--- config.mk ---
export PLATFORM = sky130hd
export DESIGN_NAME = redmule_top
export DESIGN_NICKNAME = d
export VERILOG_FILES = /design/src/redmule_pkg.sv /design/src/redmule_load_if.sv /design/src/redmule_ctrl_slave.sv /design/src/redmule_x_buffer.sv /design/src/redmule_w_buffer.sv /design/src/redmule_engine.sv /design/src/redmule_top.sv
export SDC_FILE = /design/constraint.sdc
export NUM_CORES = 2
export LEC_CHECK = 0
export ABC_AREA = 1
export BUFFER_PORTS_ARGS = -buffer_cell sky130_fd_sc_hd__buf_2
export CORE_AREA = 4 4 270 272
export CTS_CLUSTER_DIAMETER = 150
export DETAILED_ROUTE_END_ITERATION = 7
export DIE_AREA = 0 0 274 276
export GPL_TIMING_DRIVEN = 0
export PLACE_DENSITY = 0.87
export SYNTH_ARGS = -nofsm -noshare
export SYNTH_HDL_FRONTEND = slang
export SYNTH_SLANG_ARGS = --single-unit
export TNS_END_PERCENT = 1
--- constraint.sdc ---
create_clock -name clk_i -period 6.6 [get_ports clk_i]
set_input_delay 1.32 -clock clk_i [delete_from_list [all_inputs] [get_ports clk_i]]
set_output_delay 1.32 -clock clk_i [all_outputs]
set_load 0.005 [all_outputs]
--- src/redmule_pkg.sv ---
// Shared types and the register map; offsets are laid out for the default 4x4 tile only
`default_nettype none

package redmule_pkg;

  // Matrix elements are 16-bit two's complement, all arithmetic wraps
  localparam int unsigned ELEM_W = 16;
  typedef logic [ELEM_W-1:0] elem_t;

  localparam int unsigned AXI_ADDR_W = 8;
  localparam int unsigned AXI_DATA_W = 32;

  // Register map, two elements per 32-bit word
  localparam logic [AXI_ADDR_W-1:0] X_BASE       = 8'h00;
  localparam logic [AXI_ADDR_W-1:0] W_BASE       = 8'h20;
  localparam logic [AXI_ADDR_W-1:0] Y_BASE       = 8'h28;
  localparam logic [AXI_ADDR_W-1:0] Z_BASE       = 8'h30;
  localparam logic [AXI_ADDR_W-1:0] STATUS_ADDR  = 8'h50;
  localparam logic [AXI_ADDR_W-1:0] TRIGGER_ADDR = 8'h54;

  localparam logic [1:0] RESP_OKAY   = 2'b00;
  localparam logic [1:0] RESP_SLVERR = 2'b10;

  // Target of an operand write
  typedef enum logic [1:0] {
    SEL_X = 2'd0,
    SEL_W = 2'd1,
    SEL_Y = 2'd2
  } mat_sel_e;

  // Lower element sits at the lower element index
  typedef struct packed {
    elem_t hi;
    elem_t lo;
  } elem_pair_t;

  typedef struct packed {
    logic [AXI_DATA_W-3:0] rsvd;
    logic                  clear;
    logic                  start;
  } cmd_t;

  // One write word, read as an operand pair or as a trigger command
  typedef union packed {
    elem_pair_t pair;
    cmd_t       cmd;
  } wdata_u;

endpackage

`default_nettype wire

--- src/redmule_load_if.sv ---
// Operand write bus with no back-pressure; a write is taken in the cycle valid is high
`timescale 1ns/10ps
`default_nettype none

interface redmule_load_if;
  import redmule_pkg::*;

  logic                  valid;
  mat_sel_e              sel;
  // Word index relative to the base of the selected operand
  logic [AXI_ADDR_W-3:0] index;
  // Element [0] goes to the even element index
  elem_t [1:0]           data;

  modport master (
    output valid,
    output sel,
    output index,
    output data
  );

  modport buffer (
    input valid,
    input sel,
    input index,
    input data
  );

endinterface

`default_nettype wire

--- src/redmule_ctrl_slave.sv ---
// AXI4-Lite slave taking full-word writes only (partial strobes get SLVERR); Width must be even
`timescale 1ns/10ps
`default_nettype none

module redmule_ctrl_slave #(
  parameter int unsigned Width  = 4,
  parameter int unsigned Height = 4
) (
  input  logic                                  clk_i,
  input  logic                                  rst_n_i,
  input  logic [redmule_pkg::AXI_ADDR_W-1:0]    awaddr_i,
  input  logic                                  awvalid_i,
  output logic                                  awready_o,
  input  logic [redmule_pkg::AXI_DATA_W-1:0]    wdata_i,
  input  logic [redmule_pkg::AXI_DATA_W/8-1:0]  wstrb_i,
  input  logic                                  wvalid_i,
  output logic                                  wready_o,
  output logic [1:0]                            bresp_o,
  output logic                                  bvalid_o,
  input  logic                                  bready_i,
  input  logic [redmule_pkg::AXI_ADDR_W-1:0]    araddr_i,
  input  logic                                  arvalid_i,
  output logic                                  arready_o,
  output logic [redmule_pkg::AXI_DATA_W-1:0]    rdata_o,
  output logic [1:0]                            rresp_o,
  output logic                                  rvalid_o,
  input  logic                                  rready_i,
  input  logic                                  busy_i,
  input  logic                                  done_i,
  input  logic                                  w_loaded_i,
  input  redmule_pkg::elem_t [Width-1:0]        z_i,
  output logic                                  start_o,
  output logic                                  clear_o,
  redmule_load_if.master                        load_if
);
  import redmule_pkg::*;

  localparam int unsigned XWords = Width * Height / 2;
  localparam int unsigned WWords = Height / 2;
  localparam int unsigned YWords = Width / 2;

  logic                  aw_hs;
  logic                  ar_hs;
  wdata_u                wd;
  logic                  full_strb;
  logic                  wr_x;
  logic                  wr_w;
  logic                  wr_y;
  logic                  wr_trig;
  logic                  wr_oper;
  logic                  wr_ok;
  mat_sel_e              wr_sel;
  logic [AXI_ADDR_W-1:0] wr_base;
  logic [AXI_ADDR_W-1:0] wr_rel;
  logic [AXI_ADDR_W-1:0] rd_rel;
  logic                  rd_z;
  logic                  rd_ok;
  logic [AXI_DATA_W-1:0] rd_data;
  logic                  bvalid_q;
  logic [1:0]            bresp_q;
  logic                  rvalid_q;
  logic [1:0]            rresp_q;
  logic [AXI_DATA_W-1:0] rdata_q;

  function automatic logic in_region(input logic [AXI_ADDR_W-1:0] addr,
                                     input logic [AXI_ADDR_W-1:0] base,
                                     input int unsigned           words);
    return (addr >= base) && (32'(addr) < 32'(base) + 4 * words);
  endfunction

  // Address and data are taken together, one write in flight at a time
  assign aw_hs     = awvalid_i && wvalid_i && !bvalid_q;
  assign awready_o = aw_hs;
  assign wready_o  = aw_hs;
  assign wd        = wdata_i;
  assign full_strb = &wstrb_i;

  always_comb begin
    wr_x    = in_region(awaddr_i, X_BASE, XWords);
    wr_w    = in_region(awaddr_i, W_BASE, WWords);
    wr_y    = in_region(awaddr_i, Y_BASE, YWords);
    wr_trig = (awaddr_i == TRIGGER_ADDR) && full_strb;
    // Operands are frozen while a job runs
    wr_oper = (wr_x || wr_w || wr_y) && full_strb && !busy_i;
    wr_ok   = wr_oper || wr_trig;
    wr_sel  = SEL_X;
    wr_base = X_BASE;
    if (wr_w) begin
      wr_sel  = SEL_W;
      wr_base = W_BASE;
    end else if (wr_y) begin
      wr_sel  = SEL_Y;
      wr_base = Y_BASE;
    end
    wr_rel = awaddr_i - wr_base;
  end

  assign load_if.valid = aw_hs && wr_oper;
  assign load_if.sel   = wr_sel;
  assign load_if.index = wr_rel[AXI_ADDR_W-1:2];
  assign load_if.data  = {wd.pair.hi, wd.pair.lo};

  assign start_o = aw_hs && wr_trig && wd.cmd.start;
  assign clear_o = aw_hs && wr_trig && wd.cmd.clear;

  always_ff @(posedge clk_i) begin
    if (!rst_n_i) begin
      bvalid_q <= 1'b0;
      bresp_q  <= RESP_OKAY;
    end else if (aw_hs) begin
      bvalid_q <= 1'b1;
      bresp_q  <= wr_ok ? RESP_OKAY : RESP_SLVERR;
    end else if (bready_i) begin
      bvalid_q <= 1'b0;
    end
  end

  assign bvalid_o = bvalid_q;
  assign bresp_o  = bresp_q;

  // Only Z and STATUS are readable
  always_comb begin
    rd_rel  = araddr_i - Z_BASE;
    rd_z    = in_region(araddr_i, Z_BASE, YWords);
    rd_ok   = rd_z || (araddr_i == STATUS_ADDR);
    rd_data = '0;
    for (int j = 0; j < Width / 2; j++) begin
      if (rd_z && rd_rel[AXI_ADDR_W-1:2] == j) begin
        rd_data = {z_i[2*j+1], z_i[2*j]};
      end
    end
    if (araddr_i == STATUS_ADDR) begin
      rd_data = {{(AXI_DATA_W-3){1'b0}}, w_loaded_i, done_i, busy_i};
    end
  end

  assign ar_hs     = arvalid_i && !rvalid_q;
  assign arready_o = !rvalid_q;

  always_ff @(posedge clk_i) begin
    if (!rst_n_i) begin
      rvalid_q <= 1'b0;
      rresp_q  <= RESP_OKAY;
    end else if (ar_hs) begin
      rvalid_q <= 1'b1;
      rresp_q  <= rd_ok ? RESP_OKAY : RESP_SLVERR;
    end else if (rready_i) begin
      rvalid_q <= 1'b0;
    end
  end

  always_ff @(posedge clk_i) begin
    if (ar_hs) begin
      rdata_q <= rd_data;
    end
  end

  assign rvalid_o = rvalid_q;
  assign rresp_o  = rresp_q;
  assign rdata_o  = rdata_q;

  // A write response may not be withdrawn before the master takes it
  a_bvalid_hold : assert property (@(posedge clk_i) disable iff (!rst_n_i)
    bvalid_o && !bready_i |=> bvalid_o && $stable(bresp_o));

endmodule

`default_nettype wire

--- src/redmule_x_buffer.sv ---
// X tile store in row-major order; Width*Height must be even, contents zeroed by reset and clear
`timescale 1ns/10ps
`default_nettype none

module redmule_x_buffer #(
  parameter int unsigned Width  = 4,
  parameter int unsigned Height = 4
) (
  input  logic                           clk_i,
  input  logic                           rst_n_i,
  input  logic                           clear_i,
  redmule_load_if.buffer                 load_if,
  input  logic [$clog2(Height)-1:0]      step_i,
  output redmule_pkg::elem_t [Width-1:0] x_col_o
);
  import redmule_pkg::*;

  localparam int unsigned NumPairs = Width * Height / 2;

  elem_t [Width*Height-1:0] x_q;

  always_ff @(posedge clk_i) begin
    if (!rst_n_i || clear_i) begin
      x_q <= '0;
    end else if (load_if.valid && load_if.sel == SEL_X) begin
      for (int p = 0; p < NumPairs; p++) begin
        if (load_if.index == p) begin
          x_q[2*p]   <= load_if.data[0];
          x_q[2*p+1] <= load_if.data[1];
        end
      end
    end
  end

  // Column step_i feeds one accumulation step of every row
  always_comb begin
    for (int r = 0; r < Width; r++) begin
      x_col_o[r] = x_q[r*Height + int'(step_i)];
    end
  end

  // The slave range check must keep X writes inside the tile
  a_x_index : assert property (@(posedge clk_i) disable iff (!rst_n_i)
    load_if.valid && load_if.sel == SEL_X |-> load_if.index < NumPairs);

endmodule

`default_nettype wire

--- src/redmule_w_buffer.sv ---
// W vector store; Height must be even and w_loaded needs every element written since clear
`timescale 1ns/10ps
`default_nettype none

module redmule_w_buffer #(
  parameter int unsigned Height = 4
) (
  input  logic                      clk_i,
  input  logic                      rst_n_i,
  input  logic                      clear_i,
  redmule_load_if.buffer            load_if,
  input  logic [$clog2(Height)-1:0] step_i,
  output redmule_pkg::elem_t        w_o,
  output logic                      w_loaded_o
);
  import redmule_pkg::*;

  elem_t [Height-1:0] w_q;
  logic  [Height-1:0] written_q;
  logic               w_wr;

  assign w_wr = load_if.valid && load_if.sel == SEL_W;

  always_ff @(posedge clk_i) begin
    for (int p = 0; p < Height / 2; p++) begin
      if (w_wr && load_if.index == p) begin
        w_q[2*p]   <= load_if.data[0];
        w_q[2*p+1] <= load_if.data[1];
      end
    end
  end

  // Written mask, both halves of a pair land together
  always_ff @(posedge clk_i) begin
    if (!rst_n_i || clear_i) begin
      written_q <= '0;
    end else begin
      for (int p = 0; p < Height / 2; p++) begin
        if (w_wr && load_if.index == p) begin
          written_q[2*p+1 -: 2] <= 2'b11;
        end
      end
    end
  end

  assign w_o        = w_q[step_i];
  assign w_loaded_o = &written_q;

endmodule

`default_nettype wire

--- src/redmule_engine.sv ---
// Job sequencer and multiply-accumulate rows; a job stays busy for Height+2 cycles, Width even
`timescale 1ns/10ps
`default_nettype none

module redmule_engine #(
  parameter int unsigned Width  = 4,
  parameter int unsigned Height = 4
) (
  input  logic                           clk_i,
  input  logic                           rst_n_i,
  input  logic                           start_i,
  input  logic                           clear_i,
  redmule_load_if.buffer                 load_if,
  input  redmule_pkg::elem_t [Width-1:0] x_col_i,
  input  redmule_pkg::elem_t             w_i,
  input  logic                           w_loaded_i,
  output logic [$clog2(Height)-1:0]      step_o,
  output logic                           busy_o,
  output logic                           done_o,
  output redmule_pkg::elem_t [Width-1:0] z_o
);
  import redmule_pkg::*;

  localparam int unsigned StepW = $clog2(Height);
  localparam int unsigned CntW  = $clog2(Height + 2);

  elem_t [Width-1:0] y_q;
  elem_t [Width-1:0] prod_q;
  elem_t [Width-1:0] acc_q;
  logic  [CntW-1:0]  cnt_q;
  logic              busy_q;
  logic              done_q;
  logic              prod_vld_q;
  logic              start_ok;
  logic              issue;

  // Y bias is written through the same operand bus
  always_ff @(posedge clk_i) begin
    for (int p = 0; p < Width / 2; p++) begin
      if (load_if.valid && load_if.sel == SEL_Y && load_if.index == p) begin
        y_q[2*p]   <= load_if.data[0];
        y_q[2*p+1] <= load_if.data[1];
      end
    end
  end

  assign start_ok = start_i && !busy_q && w_loaded_i;
  // Steps 0..Height-1 issue, the last two counts drain the pipeline
  assign issue    = busy_q && (cnt_q < CntW'(Height));
  assign step_o   = issue ? cnt_q[StepW-1:0] : '0;

  always_ff @(posedge clk_i) begin
    if (!rst_n_i || clear_i) begin
      busy_q     <= 1'b0;
      done_q     <= 1'b0;
      cnt_q      <= '0;
      prod_vld_q <= 1'b0;
    end else begin
      prod_vld_q <= issue;
      if (start_ok) begin
        busy_q <= 1'b1;
        done_q <= 1'b0;
        cnt_q  <= '0;
      end else if (busy_q) begin
        if (cnt_q == CntW'(Height + 1)) begin
          busy_q <= 1'b0;
          done_q <= 1'b1;
        end else begin
          cnt_q <= cnt_q + 1'b1;
        end
      end
    end
  end

  // Multiply stage, products wrap to 16 bits
  always_ff @(posedge clk_i) begin
    for (int r = 0; r < Width; r++) begin
      prod_q[r] <= x_col_i[r] * w_i;
    end
  end

  // Accumulate stage, seeded with the bias when a job starts
  always_ff @(posedge clk_i) begin
    if (!rst_n_i || clear_i) begin
      acc_q <= '0;
    end else if (start_ok) begin
      acc_q <= y_q;
    end else if (prod_vld_q) begin
      for (int r = 0; r < Width; r++) begin
        acc_q[r] <= acc_q[r] + prod_q[r];
      end
    end
  end

  assign busy_o = busy_q;
  assign done_o = done_q;
  assign z_o    = acc_q;

  // Step counter never runs past the drain, so buffer indexing stays inside the W vector
  a_cnt_range : assert property (@(posedge clk_i) disable iff (!rst_n_i)
    int'(cnt_q) <= Height + 1);

endmodule

`default_nettype wire

--- src/redmule_top.sv ---
// Accelerator top with AXI4-Lite ports; Width and Height even, offsets fixed for the 4x4 map
`timescale 1ns/10ps
`default_nettype none

module redmule_top #(
  parameter int unsigned Width  = 4,
  parameter int unsigned Height = 4
) (
  input  logic                                 clk_i,
  input  logic                                 rst_n_i,
  input  logic [redmule_pkg::AXI_ADDR_W-1:0]   awaddr_i,
  input  logic                                 awvalid_i,
  output logic                                 awready_o,
  input  logic [redmule_pkg::AXI_DATA_W-1:0]   wdata_i,
  input  logic [redmule_pkg::AXI_DATA_W/8-1:0] wstrb_i,
  input  logic                                 wvalid_i,
  output logic                                 wready_o,
  output logic [1:0]                           bresp_o,
  output logic                                 bvalid_o,
  input  logic                                 bready_i,
  input  logic [redmule_pkg::AXI_ADDR_W-1:0]   araddr_i,
  input  logic                                 arvalid_i,
  output logic                                 arready_o,
  output logic [redmule_pkg::AXI_DATA_W-1:0]   rdata_o,
  output logic [1:0]                           rresp_o,
  output logic                                 rvalid_o,
  input  logic                                 rready_i
);
  import redmule_pkg::*;

  logic                      start;
  logic                      clear;
  logic                      busy;
  logic                      done;
  logic                      w_loaded;
  elem_t [Width-1:0]         z;
  elem_t [Width-1:0]         x_col;
  elem_t                     w_elem;
  logic [$clog2(Height)-1:0] step;

  redmule_load_if load_if ();

  redmule_ctrl_slave #(
    .Width  ( Width  ),
    .Height ( Height )
  ) i_ctrl_slave (
    .clk_i      ( clk_i     ),
    .rst_n_i    ( rst_n_i   ),
    .awaddr_i   ( awaddr_i  ),
    .awvalid_i  ( awvalid_i ),
    .awready_o  ( awready_o ),
    .wdata_i    ( wdata_i   ),
    .wstrb_i    ( wstrb_i   ),
    .wvalid_i   ( wvalid_i  ),
    .wready_o   ( wready_o  ),
    .bresp_o    ( bresp_o   ),
    .bvalid_o   ( bvalid_o  ),
    .bready_i   ( bready_i  ),
    .araddr_i   ( araddr_i  ),
    .arvalid_i  ( arvalid_i ),
    .arready_o  ( arready_o ),
    .rdata_o    ( rdata_o   ),
    .rresp_o    ( rresp_o   ),
    .rvalid_o   ( rvalid_o  ),
    .rready_i   ( rready_i  ),
    .busy_i     ( busy      ),
    .done_i     ( done      ),
    .w_loaded_i ( w_loaded  ),
    .z_i        ( z         ),
    .start_o    ( start     ),
    .clear_o    ( clear     ),
    .load_if    ( load_if   )
  );

  redmule_x_buffer #(
    .Width  ( Width  ),
    .Height ( Height )
  ) i_x_buffer (
    .clk_i   ( clk_i   ),
    .rst_n_i ( rst_n_i ),
    .clear_i ( clear   ),
    .load_if ( load_if ),
    .step_i  ( step    ),
    .x_col_o ( x_col   )
  );

  redmule_w_buffer #(
    .Height ( Height )
  ) i_w_buffer (
    .clk_i      ( clk_i    ),
    .rst_n_i    ( rst_n_i  ),
    .clear_i    ( clear    ),
    .load_if    ( load_if  ),
    .step_i     ( step     ),
    .w_o        ( w_elem   ),
    .w_loaded_o ( w_loaded )
  );

  redmule_engine #(
    .Width  ( Width  ),
    .Height ( Height )
  ) i_engine (
    .clk_i      ( clk_i    ),
    .rst_n_i    ( rst_n_i  ),
    .start_i    ( start    ),
    .clear_i    ( clear    ),
    .load_if    ( load_if  ),
    .x_col_i    ( x_col    ),
    .w_i        ( w_elem   ),
    .w_loaded_i ( w_loaded ),
    .step_o     ( step     ),
    .busy_o     ( busy     ),
    .done_o     ( done     ),
    .z_o        ( z        )
  );

endmodule

`default_nettype wire

==> results.json <==
{
  "outcome": "complete, but fails checks",
  "violations": "setup timing",
  "die_h_um": 276,
  "start_util": 0.572,
  "synth_flop_cell": "dfxtp_1",
  "crit_cells": 29,
  "cp-end-kind": "flop",
  "synth_fa_ha_area_frac": 0.241,
  "nets": 5977,
  "synthArstFlopShare": 0,
  "cts_tree": "done",
  "drt_first_pass_iters": 8,
  "p_leak_nw": 21.2,
  "max_freq_mhz": 151,
  "cts_buffers": 57,
  "syn_avg_cell_area_um2": 7.91,
  "overflow": 0,
  "clockBufferDepth": 3,
  "finalWirelength_um": 154000,
  "arrival_ns": 7.07,
  "synth_top_family_by_area": "adder cells",
  "synth_common_cells": "nand2_1, inv_1, nor2_1",
  "ctsHoldBuffers": 0,
  "syn_to_final_growth_pct": 13.0,
  "fin_hold_ws_ns": 0.471,
  "path_class": "flop to flop",
  "hpwlAfterDp_um": 115000,
  "cp-start-kind": "flop",
  "die_w_um": 274,
  "synthMuxAreaShare": 0,
  "antenna_found_initial": 8,
  "ir_drop_uv": 214,
  "power_mw": 7.01,
  "endpoint": "i_engine.prod_q[31]",
  "wl_per_cell_um": 24.4,
  "synth_compound_area_frac": 0.125,
  "drc": 0,
  "grt_max_degree": 36,
  "clkLatencyLatePin_ns": 0.65,
  "cp.required_ns": 7.06,
  "htreeDepth": 2,
  "io_buffers": 97,
  "vias": 38300,
  "core-area_um2": 70800,
  "yosys.area_share.simple": 0.192,
  "period_share": 1.00,
  "cpMaxStageDelayCell": "fa_1",
  "grt_pass1_wl_um": 224000,
  "worst_path_dominant_cell_family": "adder cells",
  "synth-edff-count": 160,
  "synthTopCellsByArea": "dfxtp_1, fa_1, edfxtp_1, nand2_1, ha_1",
  "worst_slew_pin_slew_ns": 1.31,
  "synthXorXnorAreaFrac": 0.0216,
  "final_antenna_net_count": 0,
  "fp-row-count": 98,
  "crit_path_max_incr_delay_ns": 0.55,
  "setup_violations": 1,
  "skew_ns": 0.0576,
  "worstHoldPathCells": 1,
  "cp_max_fo": 10,
  "synth_top_area_share": 0.196,
  "place_congestion": 1.03,
  "grt_use_total": 0.396,
  "fin_ws_ns": -0.00429,
  "synth-seq-cells": 556,
  "yosys_warnings": 0,
  "syn_area_um2": 40500,
  "drv_cap": 0,
  "pin_count": 100,
  "grt_pass1_vias": 37100,
  "fin_crit_ns": 6.60,
  "die-area_um2": 75600,
  "slew_violations": 0,
  "cts_root_buffer": "clkbuf_16",
  "ys_types": 51,
  "synth_top_area_cell": "dfxtp_1",
  "cp_num_buf_inv": 11,
  "p_per_area_nw_per_um2": 153,
  "path_clk_slew_ns": 0.07,
  "layout-drive-gt1-share": 0.0974,
  "hold_path_class": "flop to flop",
  "drtIter0Drc": 5502,
  "yosysSeqAreaShare": 0.315,
  "ff2ff_path_depth": 29,
  "crit_path_start": "i_engine.cnt_q[0]",
  "cp_common_cell": "fa_1",
  "syn_inst": 5114,
  "hold_viol_final": 0,
  "slew_headroom": 0.123,
  "vias_per_cell": 6.05,
  "r2r_start": "i_engine.cnt_q[0]",
  "rr_endpoint": "i_engine.prod_q[31]",
  "reg2reg_slack_ns": -0.004,
  "yosys.cell_count.top_type": "nand2_1",
  "cts_num_sinks": 556,
  "rsz0062_at_grt": "yes"
}
## per-layer routing
metal | global-route usage | vias up | wire, um
met4 | 0.308 | 4 | 14600
met2 | 0.592 | 2872 | 65900
li1 | - | 16700 | -
met5 | 0 | - | 23
met3 | 0.108 | 804 | 20700
met1 | 0.484 | 17900 | 53100
## repair_timing
action	CTS	global route
pin swaps	10	42
setup buffers	18	45
endpoints found under the setup margin	30	13
gates cloned	0	2
resized for setup	173	183
## worst min-delay path by stage
stage               slack, ns                 endpoint                    start
floorplan                0.43          i_engine.done_o          i_engine.done_o
global placement         0.45  i_w_buffer.written_q[0]  i_w_buffer.written_q[0]
detailed placement       0.45  i_w_buffer.written_q[0]  i_w_buffer.written_q[0]
CTS                      0.47  i_w_buffer.written_q[0]  i_w_buffer.written_q[0]
global route             0.48  i_w_buffer.written_q[0]  i_w_buffer.written_q[0]
finish                   0.47  i_w_buffer.written_q[0]  i_w_buffer.written_q[0]
## metrics by stage
step                      instances  cell area (um^2)  worst slack, ns   TNS, ns   util
after floorplan                5115             40500            0.428         0      -
final                          6340             45700         -0.00429  -0.00429  0.647
after global placement         6162             42100            -1.40    -17.29  0.596
after global routing           6332             45700           -0.177    -0.953  0.646
after detailed placement       6164             42200            -1.53    -20.94  0.597
after CTS                      6287             44800          -0.0153   -0.0236  0.633
## registers in the layout (all words and copies together), names as in the netlist, 2 cells and up
name	count
i_x_buffer.x_q	256
i_engine.prod_q	64
i_engine.y_q	64
i_engine.z_o	64
i_w_buffer.w_q	64
i_ctrl_slave.rdata_o	32
i_engine.cnt_q	3
i_w_buffer.written_q	2
## placed cells by master, fill, tap and decap left out, drive strengths merged, types with 2 or more instances in the layout
cell and instances:
nand2 1127, inv 831, nor2 530, dfxtp 396
fa 324, a21oi 316, o21ai 264, ha 261
buf 257, clkbuf 219, nand3 188, edfxtp 160
a211oi 130, xor2 64, o211ai 47, xnor2 36
o22ai 32, nand3b 28, clkinv 23, o21bai 22
a31oi 21, nand4 20, or2 17, nor3 16
diode 8, clkinvlp 8, o21a 7, a22o 6
a21o 6, o221ai 5, a21boi 5, o31ai 4
and2 2, nor4 2, o2111ai 2, a221oi 2
conb 2
## cell families after synthesis
family	count (synthesis)
AO/OA/AOI/OAI	870
flip-flops	556
XOR/XNOR	100
buffers and inverters	1072
other	1
AND/OR/NAND/NOR	1930
adder cells (fa/ha/maj)	585
## final cells by class
| type | count | area (um^2) |
|---|---|---|
| Multi-Input combinational cell | 3487 | 23900 |
| Clock inverter | 23 | 173 |
| Antenna cell | 8 | 20.0 |
| Tap cell | 950 | 1190 |
| Fill cell | 5876 | 25000 |
| Buffer | 226 | 1640 |
| Timing Repair Buffer | 165 | 1140 |
| Clock buffer | 85 | 1710 |
| Sequential cell | 556 | 12700 |
| Inverter | 840 | 3230 |
## power by group
part | internal (mW) | switching [mW]
registers | 3.52 | 0.00289
logic | 0.0387 | 0.192
clock network | 1.83 | 1.42
(Power assumes the default switching activity.)
